===== config.mk =====
export PLATFORM = sky130hd
export DESIGN_NAME = csr_bridge_flat
export DESIGN_NICKNAME = d
export VERILOG_FILES = /design/src/verilog/soc_ctrl_pkg.sv /design/src/verilog/wb_if.sv /design/src/verilog/csr_if.sv /design/src/verilog/csr_bridge.sv /design/src/flat_wrapper.sv
export SDC_FILE = /design/constraint.sdc
export NUM_CORES = 1
export LEC_CHECK = 0
export BUFFER_PORTS_ARGS = -buffer_cell sky130_fd_sc_hd__buf_2
export CAP_MARGIN = 20
export CORE_ASPECT_RATIO = 1.75
export CORE_UTILIZATION = 43
export DETAILED_ROUTE_END_ITERATION = 10
export PLACE_DENSITY = 0.85
export SYNTH_ARGS = -nofsm -noshare
export SYNTH_HDL_FRONTEND = slang
export SYNTH_SLANG_ARGS = --single-unit
export TNS_END_PERCENT = 1

===== constraint.sdc =====
create_clock -name sys_clk -period 3.4 [get_ports sys_clk]
set_input_delay 0.51 -clock sys_clk [delete_from_list [all_inputs] [get_ports sys_clk]]
set_output_delay 0.51 -clock sys_clk [all_outputs]
set_load 0.02 [all_outputs]

===== src/verilog/soc_ctrl_pkg.sv =====
`default_nettype none

package soc_ctrl_pkg;

	// Bus widths
	localparam int DATA_W = 32;
	localparam int ADDR_W = 32;
	localparam int SEL_W = 4;
	localparam int CSR_ADDR_W = 14;
	// Upper CSR address bits pick the peripheral
	localparam int CSR_BANK_W = 4;

	typedef logic [DATA_W-1:0] word_t;
	// Word address, taken from Wishbone bits 15..2
	typedef logic [CSR_ADDR_W-1:0] csr_addr_t;

	// Slave slots on address bits 30..28, bit 31 is a shadow
	typedef enum logic [2:0] {
		SLOT_MONITOR = 3'd0,
		SLOT_CSR     = 3'd6
	} slot_e;

	// Bits 31..18 all zero means a null pointer access
	localparam int NULL_REGION_LSB = 18;

	// System controller bank, 0x60001000 on Wishbone
	localparam int SYSCTL_BANK = 1;

	typedef enum logic [CSR_ADDR_W-CSR_BANK_W-1:0] {
		REG_GPIO_IN       = 0,
		REG_GPIO_OUT      = 1,
		REG_TIMER_CTRL    = 2,
		REG_TIMER_COMPARE = 3,
		REG_TIMER_COUNTER = 4,
		REG_DEBUG_CTRL    = 5,
		REG_SYSTEM_ID     = 6,
		REG_HARD_RESET    = 7
	} sysctl_reg_e;

	localparam int GPIO_IN_W = 7;
	localparam int GPIO_OUT_W = 2;
	localparam word_t SYSTEM_ID = 32'h13004D31;

	// Flash leaves reset this many cycles after the request ends
	localparam int FLASH_RST_CYCLES = 128;

endpackage

`default_nettype wire


===== src/verilog/wb_if.sv =====
`timescale 1ns/100ps
`default_nettype none

interface wb_if;
	import soc_ctrl_pkg::*;

	logic [ADDR_W-1:0] adr;
	word_t dat_w;
	word_t dat_r;
	logic [SEL_W-1:0] sel;
	logic we;
	logic cyc;
	logic stb;
	logic ack;

	// Classic cycle, request held until ack
	modport master (output adr, dat_w, sel, we, cyc, stb, input dat_r, ack);
	modport slave (input adr, dat_w, sel, we, cyc, stb, output dat_r, ack);

endinterface

`default_nettype wire


===== src/verilog/csr_if.sv =====
`timescale 1ns/100ps
`default_nettype none

interface csr_if;
	import soc_ctrl_pkg::*;

	csr_addr_t csr_a;
	logic csr_we;
	word_t csr_dw;
	// Registered by the peripheral one cycle after csr_a
	word_t csr_dr;

	modport bridge (output csr_a, csr_we, csr_dw, input csr_dr);
	modport peripheral (input csr_a, csr_we, csr_dw, output csr_dr);

endinterface

`default_nettype wire


===== src/verilog/csr_bridge.sv =====
`timescale 1ns/100ps
`default_nettype none

module csr_bridge (
	input  logic sys_clk,
	input  logic sys_rst_i,
	wb_if.slave bus,
	csr_if.bridge csr
);
	import soc_ctrl_pkg::*;

	typedef enum logic [1:0] {
		S_IDLE,
		S_WAIT,
		S_READ,
		S_ACK
	} state_e;

	state_e state;
	logic we_q;
	logic ack_q;
	csr_addr_t adr_q;
	word_t dw_q;
	word_t dr_q;

	// --------------------------------------
	// Sequencer, ack three cycles after stb
	always_ff @(posedge sys_clk) begin
		if (sys_rst_i) begin
			state <= S_IDLE;
			we_q <= 1'b0;
			ack_q <= 1'b0;
		end else begin
			// Both are single-cycle pulses
			we_q <= 1'b0;
			ack_q <= 1'b0;
			case (state)
				S_IDLE: begin
					if (bus.cyc && bus.stb) begin
						we_q <= bus.we;
						state <= S_WAIT;
					end
				end
				// Peripheral registers its read word here
				S_WAIT: state <= S_READ;
				S_READ: begin
					ack_q <= 1'b1;
					state <= S_ACK;
				end
				// Master drops stb on this edge
				default: state <= S_IDLE;
			endcase
		end
	end

	// Address, write data and read capture
	always_ff @(posedge sys_clk) begin
		if (state == S_IDLE && bus.cyc && bus.stb) begin
			adr_q <= bus.adr[CSR_ADDR_W+1:2];
			dw_q <= bus.dat_w;
		end
		if (state == S_READ) begin
			dr_q <= csr.csr_dr;
		end
	end

	assign csr.csr_a = adr_q;
	assign csr.csr_we = we_q;
	assign csr.csr_dw = dw_q;
	assign bus.ack = ack_q;
	assign bus.dat_r = dr_q;

endmodule

`default_nettype wire


===== src/flat_wrapper.sv =====
// flat-port wrapper written by rule: the top's interface ports become plain ports
module csr_bridge_flat import soc_ctrl_pkg::*;
  (sys_clk, sys_rst_i, bus_adr, bus_dat_w, bus_sel, bus_we, bus_cyc, bus_stb, bus_dat_r, bus_ack, csr_csr_a, csr_csr_we, csr_csr_dw, csr_csr_dr);
  wb_if bus_i ();
  csr_if csr_i ();
  input  logic sys_clk;
  input  logic sys_rst_i;
  input wire logic [$bits(bus_i.adr)-1:0] bus_adr;
  input wire logic [$bits(bus_i.dat_w)-1:0] bus_dat_w;
  input wire logic [$bits(bus_i.sel)-1:0] bus_sel;
  input wire logic [$bits(bus_i.we)-1:0] bus_we;
  input wire logic [$bits(bus_i.cyc)-1:0] bus_cyc;
  input wire logic [$bits(bus_i.stb)-1:0] bus_stb;
  output wire logic [$bits(bus_i.dat_r)-1:0] bus_dat_r;
  output wire logic [$bits(bus_i.ack)-1:0] bus_ack;
  output wire logic [$bits(csr_i.csr_a)-1:0] csr_csr_a;
  output wire logic [$bits(csr_i.csr_we)-1:0] csr_csr_we;
  output wire logic [$bits(csr_i.csr_dw)-1:0] csr_csr_dw;
  input wire logic [$bits(csr_i.csr_dr)-1:0] csr_csr_dr;
  assign bus_i.adr = bus_adr;
  assign bus_i.dat_w = bus_dat_w;
  assign bus_i.sel = bus_sel;
  assign bus_i.we = bus_we;
  assign bus_i.cyc = bus_cyc;
  assign bus_i.stb = bus_stb;
  assign bus_dat_r = bus_i.dat_r;
  assign bus_ack = bus_i.ack;
  assign csr_csr_a = csr_i.csr_a;
  assign csr_csr_we = csr_i.csr_we;
  assign csr_csr_dw = csr_i.csr_dw;
  assign csr_i.csr_dr = csr_csr_dr;
  csr_bridge u_core (.sys_clk(sys_clk), .sys_rst_i(sys_rst_i), .bus(bus_i), .csr(csr_i));
endmodule

## Word level (Yosys, flattened, before mapping)

Index checks and enable logic that the tools add are counted.

| storage, ports and cells | value |
|---|---|
| bits in read-only memories | 0 |
| latch bits | 0 |
| bits of input ports | 105 |
| output and inout port bits | 80 |
| logic and storage cells | 19 |
| flip-flop bits (word level) | 82 |
| memories | 0 |
| RAM bits | 0 |

| cells by class | value |
|---|---|
| magnitude comparators | 0 |
| eq/ne operators | 3 |
| reduce and logical (&&, ||, !) cells | 5 |
| muxes and demuxes | 3 |
| add/sub/neg operators | 0 |
| divide/modulo/power cells | 0 |
| bitwise logic cells | 2 |
| $mul | 0 |
| shift-type cells | 0 |

Operator list:

| cell | number |
|---|---|
| one-hot mux 2 bit (3 select lines) | 1 |
| logical AND 1 bit | 3 |
| OR reduction 3 bit | 1 |
| equality test 2 x 1 -> 1 bit (second input constant) | 1 |
| equality test 2 bit (second input constant) | 1 |
| logical NOT 2 bit | 1 |
| 2-to-1 mux 2 bit | 1 |
| inequality test 2 x 1 -> 1 bit (second input constant) | 1 |
| NOT 1 bit | 2 |
| 2-to-1 mux 1 bit | 1 |

## Longest topological paths before layout

Gate-level depths: netlist of the first run.

| logic depth | value |
|---|---|
| depth after elaboration | 3 |
| gate-level depth with buffers | 4 |
| mapped depth without buffers | 4 |

## Least setup slack after synthesis of the first run

No wires, ideal clock.

| timing | value |
|---|---|
| path type | reg2reg |
| start | reg u_core.state[0] |
| end | reg u_core.adr_q[0] (netlist: u_core.csr.csr_a[0]), enable pin |
| arrival | 1.710 ns |
| setup time | 0.409 ns |
| setup slack | 1.281 ns |
| path buffers | 0 |
| stages on the path, launching flop included | 4 |
| clock period less this slack | 2.119 ns |
| data required time | 2.991 ns |
| cells stage by stage | dfxtp_1 inv_1 ha_1 and3_1 |

| between the ends | value |
|---|---|
| word-level cells in the longest chain between the ends | 3 |

RTL lines:

| item | line | text |
|---|---|---|
| start, declared | csr_bridge.sv:19 | `state_e state;` |
| start signal, assigned | csr_bridge.sv:30 | `state <= S_IDLE;` |
| start signal, assigned | csr_bridge.sv:41 | `state <= S_WAIT;` |
| start signal, assigned | csr_bridge.sv:45 | `S_WAIT: state <= S_READ;` |
| logical NOT 2 bit | csr_bridge.sv:58 | `if (state == S_IDLE && bus.cyc && bus.stb) begin` |
| logical AND 1 bit (2 in series) | csr_bridge.sv:58 |  |
| end signal, assigned | csr_bridge.sv:59 | `adr_q <= bus.adr[CSR_ADDR_W+1:2];` |
| end, declared | csr_bridge.sv:22 | `csr_addr_t adr_q;` |

No other way between the ends.
A chain may end at the register's enable or synchronous reset.

## Final worst setup path of the first run

| timing | value |
|---|---|
| start | reg u_core.state[0] |
| end | reg u_core.dw_q[24] (netlist: u_core.csr.csr_dw[24]), enable pin |

| between the ends | value |
|---|---|
| word-level cells in the longest chain between the ends | 3 |

RTL lines:

| item | line | text |
|---|---|---|
| logical NOT 2 bit | csr_bridge.sv:58 |  |
| logical AND 1 bit (2 in series) | csr_bridge.sv:58 |  |
| end signal, assigned | csr_bridge.sv:60 | `dw_q <= bus.dat_w;` |
| end, declared | csr_bridge.sv:23 | `word_t dw_q;` |

No other way between the ends.

==> results.cfg, run 1 <==
[worst_setup_path]
cpPeakStageDelay_ns = 0.84
critPathMaxFanout = 47
critPathArrivalTime_ns = 1.80
critPathKind = flop to flop
path_buf_inv = 1
critPathLaunchType = flop
critPathCaptureType = flop
crit_family = simple AND/OR/NAND/NOR gates
crit_required_ns = 3.36
worstReg2RegEnd = u_core.csr.csr_dw[24]$_DFFE_PP_
reg2reg_from = u_core.state[0]$_SDFFE_PP0P_
cp_slowest_cell = and3_2
ff2ff_path_depth = 3
cp_cell_sequence = inv_1, ha_1, and3_2
r2r_setup_slack_ns = 1.56

[timing]
skew_ns = 0.004440
setup-violations-final = 0
finalHoldViolations = 0
max_slew_margin_pct = 35.67
fin_crit_sh_pct = 54.04
slew_viol_final = 0
whs_ns = 0.3432
fin_crit_ns = 1.837
fin_setup_tns_ns = 0
timing.fmax_mhz = 544.2
rsz0062_at_grt = false
worst_slew_pin_slew_ns = 0.9649

[floorplanning]
dieWidth_um = 59.90
die_h_um = 103.3
dieArea_um2 = 6188
rows = 36
core_area_um2 = 5630
initial_utilization_pct = 44.80
ios = 185

[layout]
fin_util_pct = 64.20
layout-drive-gt1-share_pct = 63.64
nNetsFinal = 377
antenna_cells = 0
syn2layout_area_growth_pct = 43.30

[routing]
vias = 1511
ant_nets = 0
vias_per_cell = 4.305
initialDrtViolationCount = 13
post-route-drc-count = 0
wire_per_inst_um = 13.15
routed_wl_mm = 4.616
firstDrtPassIters = 3

[flow_run]
maxCapViolCount = 0

[power_and_ir_drop]
powerDensity_nw_per_um2 = 687.1
leakage_nw = 1.535
peakVddDrop_uv = 566.4
p_total_mw = 2.484

[placement]
gp_congestion = 0.6761
dp_hpwl_mm = 3.582
io_buffers = 162

[global_routing]
grt_use_total_pct = 15.30
grt_first_pass_wirelength_mm = 6.327
grt-ovfl-total = 0
grt_max_degree = 48
grt_pass1_vias = 1474
antenna_found_initial = 1

[hold_path]
hp-class = input pin to flop
hold_path_depth = 1
min_to = u_core.bus.dat_r[22]$_DFFE_PN_
hold_start = csr_csr_dr[22]

[synthesis]
synth_area_um2 = 2522
netlist_instances = 96
synthDistinctLibCells = 13
yosysWarnings = 0
ys_ff_latch = 82
synth_seq_area_share_pct = 96.03
syn_nets = 203
syn_area_per_cell_um2 = 26.28

[clock_network]
cts_resized = 0
clk_latency_ns = 0.34
cts_num_sinks = 82
htree_levels = 3
cts_tree = done
hold_buffers = 0
path_clk_slew_ns = 0.07
clock_path_buffers = 2
cts-root-buf = clkbuf_8
post_cts_buffers = 0
cts_made_buffers = 9

[status]
status = complete, no violations
## cell usage after synthesis
master     n  area share (%)
edfxtp_1  78              93
and3_1     1            0.25
dfxtp_1    4             3.2
and3b_1    1            0.35
mux2i_1    1            0.40
nor2b_1    1            0.25
nor2_1     1            0.15
ha_1       2            0.99
a21oi_1    1            0.20
inv_1      2            0.30
a211oi_1   1            0.30
nand2b_1   2            0.50
a21boi_1   1            0.30
## worst max path at each step
stage | from | to | cells past startpoint
after floorplan | u_core.state[0]$_SDFFE_PP0P_ | u_core.csr.csr_a[0]$_DFFE_PP_ | 3
after global placement | bus_cyc | u_core.csr.csr_a[6]$_DFFE_PP_ | 2
after detailed placement | bus_cyc | u_core.csr.csr_a[3]$_DFFE_PP_ | 2
after CTS | u_core.state[0]$_SDFFE_PP0P_ | u_core.csr.csr_dw[8]$_DFFE_PP_ | 3
after global routing | u_core.state[0]$_SDFFE_PP0P_ | u_core.csr.csr_dw[2]$_DFFE_PP_ | 3
final | u_core.state[0]$_SDFFE_PP0P_ | u_core.csr.csr_dw[24]$_DFFE_PP_ | 3
## placed cells by master (no fill, tap or decap)
master / n
clkinv_2: 1
dfxtp_1: 4
bufinv_16: 1
clkbuf_1: 3
ha_1: 2
nor2b_1: 1
mux2i_1: 1
clkinv_1: 2
a21boi_1: 1
clkbuf_8: 9
buf_2: 162
nand2b_1: 2
a21oi_1: 1
and3_2: 1
nor2_1: 1
buf_4: 1
edfxtp_1: 78
inv_1: 2
and3b_1: 1
a211oi_1: 1
## area by class of cell
type / instances / area, um^2
Multi-Input combinational cell: 12 / 93.84
Tap cell: 76 / 95.09
Clock inverter: 4 / 42.54
Sequential cell: 82 / 2422
Timing Repair Buffer: 163 / 818.3
Inverter: 2 / 7.507
Fill cell: 423 / 2016
Clock buffer: 12 / 135.1
## cell families (layout without fill, tap and decap cells)
logic type                 after synthesis  after routing  share of synthesized area [%]
DFF                                     82             82                          96.03
adders and majority gates                2              2                         0.9919
and+or+nand+nor                          6              6                          1.488
muxes                                    1              1                         0.3968
buffers and inverters                    2            181                         0.2977
AOI/OAI and AO/OA                        3              3                         0.7937
## power breakdown
| part | switching, mW | internal [mW] |
|---|---|---|
| registers | 0.0362 | 1.32 |
| logic | 0.348 | 0.156 |
| clock network | 0.294 | 0.334 |
| total | 0.678 | 1.81 |
## sequential cells by signal, summed over array words and instances, names as in the netlist
name               flops
u_core.bus.ack         1
u_core.csr.csr_we      1
u_core.csr.csr_dw     32
u_core.bus.dat_r      32
u_core.state           2
u_core.csr.csr_a      14
## through the flow
step           setup WS, ns  instance area (um^2)  cells
2_1_floorplan         1.281                  2522     96
3_5_place_dp          1.531                  3437    335
6_report              1.563                  3615    351
5_1_grt               1.399                  3615    351
3_3_place_gp          1.570                  3437    335
4_1_cts               1.542                  3615    351
## layer usage
layer | wire length (um) | share of wire [%] | vias up | GRT usage, %
li1 | - | - | 724 | -
met1 | 1529 | 33 | 674 | 13.83
met2 | 2524 | 55 | 98 | 25.81
met5 | 17 | 0.37 | - | 0
met4 | 97 | 2.1 | 2 | 11.09
met3 | 447 | 9.7 | 13 | 7.214
## worst register-to-register path, stage by stage (launching register included)
cell     delay, ns
dfxtp_1       0.32
inv_1         0.08
ha_1          0.20
and3_2        0.84
No activity file was read; power rests on OpenSTA's default activity.
==> inputs of run 2 (changes only) <==
- CORE_UTILIZATION: 43 -> 40
- PLACE_DENSITY: 0.85 -> 0.79
- clock period: 3.4 -> 1.9 ns (I/O delays scaled with it)
==> results.cfg, run 2 (same netlist as run 1, synthesis figures left out) <==
[status]
status = complete, no violations

[clock_network]
clock_path_buffers = 2
cts_num_sinks = 82
cts_tree = done
post_cts_buffers = 0
cts_resized = 0
htree_levels = 3
hold_buffers = 0
cts-root-buf = clkbuf_8
cts_made_buffers = 9
path_clk_slew_ns = 0.07
clk_latency_ns = 0.34

[layout]
layout-drive-gt1-share_pct = 64.86
fin_util_pct = 61.01
most-common-layout-cells = 162 x buf_2, 78 x edfxtp_1, 9 x clkbuf_8, 4 x dfxtp_1, 3 x clkinv_2
fin_area_um2 = 3643
antenna_cells = 0
final_common_cell = buf_2
syn2layout_area_growth_pct = 44.44
finalNonFillerCells = 354
nNetsFinal = 378

[flow_run]
maxCapViolCount = 0

[worst_setup_path]
critPathLaunchType = flop
crit_required_ns = 1.93
path_buf_inv = 2
critPathCaptureType = flop
cp_cell_sequence = inv_1, ha_1, and3_2, buf_12
reg2reg_from = u_core.state[0]$_SDFFE_PP0P_
cpPeakStageDelay_ns = 0.32
critPathMaxFanout = 47
critPathArrivalTime_ns = 1.41
crit_family = flip-flops
r2r_setup_slack_ns = 0.52
critPathKind = flop to flop
worstReg2RegEnd = u_core.csr.csr_dw[25]$_DFFE_PP_
cp.depth = 4
cp_slowest_cell = dfxtp_1
ff2ff_path_depth = 4

[timing]
max_slew_margin_pct = 72.70
finalHoldViolations = 0
fin_setup_tns_ns = 0
whs_ns = 0.1141
setup-violations-final = 0
worst_slew_pin_slew_ns = 0.4095
rsz0062_at_grt = false
fin_crit_sh_pct = 72.65
fin_crit_ns = 1.380
skew_ns = 0.006819
finalWorstSetupSlack_ns = 0.5197
slew_viol_final = 0
timing.fmax_mhz = 724.5

[routing]
vias_per_cell = 4.379
routed_wl_mm = 4.986
vias = 1550
wire_per_inst_um = 14.08
ant_nets = 0
post-route-drc-count = 0
firstDrtPassIters = 4
initialDrtViolationCount = 75

[power_and_ir_drop]
combPwrFrac_pct = 20.7
leakage_nw = 1.548
p_int_mw = 3.235
netSwitchingPower_mw = 1.257
p_clk_share_pct = 25.5
pwr-share-seq_pct = 53.8
powerDensity_nw_per_um2 = 1233
p_total_mw = 4.492
power_switching_share_pct = 27.98
peakVddDrop_uv = 680.1

[floorplanning]
dieArea_um2 = 6640
dieWidth_um = 62.03
initial_utilization_pct = 42.24
rows = 37
die_h_um = 107.1
ios = 185
core_area_um2 = 5972

[placement]
gp_congestion = 0.7087
dp.cells = 338
io_buffers = 162
preCtsSetupSlack_ns = 0.5233
place_area_um2 = 3460
dp_hpwl_mm = 3.854

[hold_path]
hold_start = csr_csr_dr[17]
hp-class = input pin to flop
hold_path_depth = 1
min_to = u_core.bus.dat_r[17]$_DFFE_PN_

[global_routing]
grt_first_pass_wirelength_mm = 7.210
grt_use_total_pct = 16.09
grt_pass1_vias = 1594
grt_max_degree = 48
grt-ovfl-total = 0
antenna_found_initial = 0
==> run 2: changes by cell type in the layout (fill, tap and decap cells not counted) <==
| cell | change |
|---|---|
| clkinv_2 | +2 |
| clkinvlp_4 | +1 |
| buf_12 | +1 |
| clkbuf_1 | -3 |
==> run 2: power groups by stage <==
stage | sequential, mW | combinational [mW] | clock [mW]
finish | 2.42 | 0.930 | 1.15
global route | 2.45 | 1.01 | 1.26
CTS | 2.42 | 0.941 | 1.18
detailed placement | 2.46 | 0.941 | 0
global placement | 2.44 | 0.920 | 0
floorplan | 2.79 | 0.218 | 0
==> run 2: cell type report <==
cell class / instances / area (um^2)
Multi-Input combinational cell: 12 / 93.84
Tap cell: 78 / 97.59
Fill cell: 437 / 2328
Clock inverter: 7 / 60.06
Clock buffer: 9 / 123.9
Sequential cell: 82 / 2422
Timing Repair Buffer: 164 / 838.3
Inverter: 2 / 7.507
==> run 2: worst max path at each step <==
stage / start / end / slack [ns]
2_1_floorplan: u_core.state[0]$_SDFFE_PP0P_ / u_core.csr.csr_a[0]$_DFFE_PP_ / 0.28
3_3_place_gp: u_core.state[0]$_SDFFE_PP0P_ / u_core.csr.csr_a[10]$_DFFE_PP_ / 0.57
3_5_place_dp: u_core.state[0]$_SDFFE_PP0P_ / u_core.csr.csr_dw[31]$_DFFE_PP_ / 0.52
4_1_cts: u_core.state[0]$_SDFFE_PP0P_ / u_core.csr.csr_dw[14]$_DFFE_PP_ / 0.51
5_1_grt: u_core.state[0]$_SDFFE_PP0P_ / u_core.csr.csr_a[13]$_DFFE_PP_ / 0.43
6_report: u_core.state[0]$_SDFFE_PP0P_ / u_core.csr.csr_dw[25]$_DFFE_PP_ / 0.52
==> run 2: layer usage <==
metal / part of all wire (%) / global-route usage (%) / vias up
li1: - / - / 727
met5: 0 / 0 / -
met2: 56 / 26.37 / 102
met3: 9.8 / 8.685 / 11
met4: 2.8 / 9.524 / 0
met1: 32 / 14.81 / 710
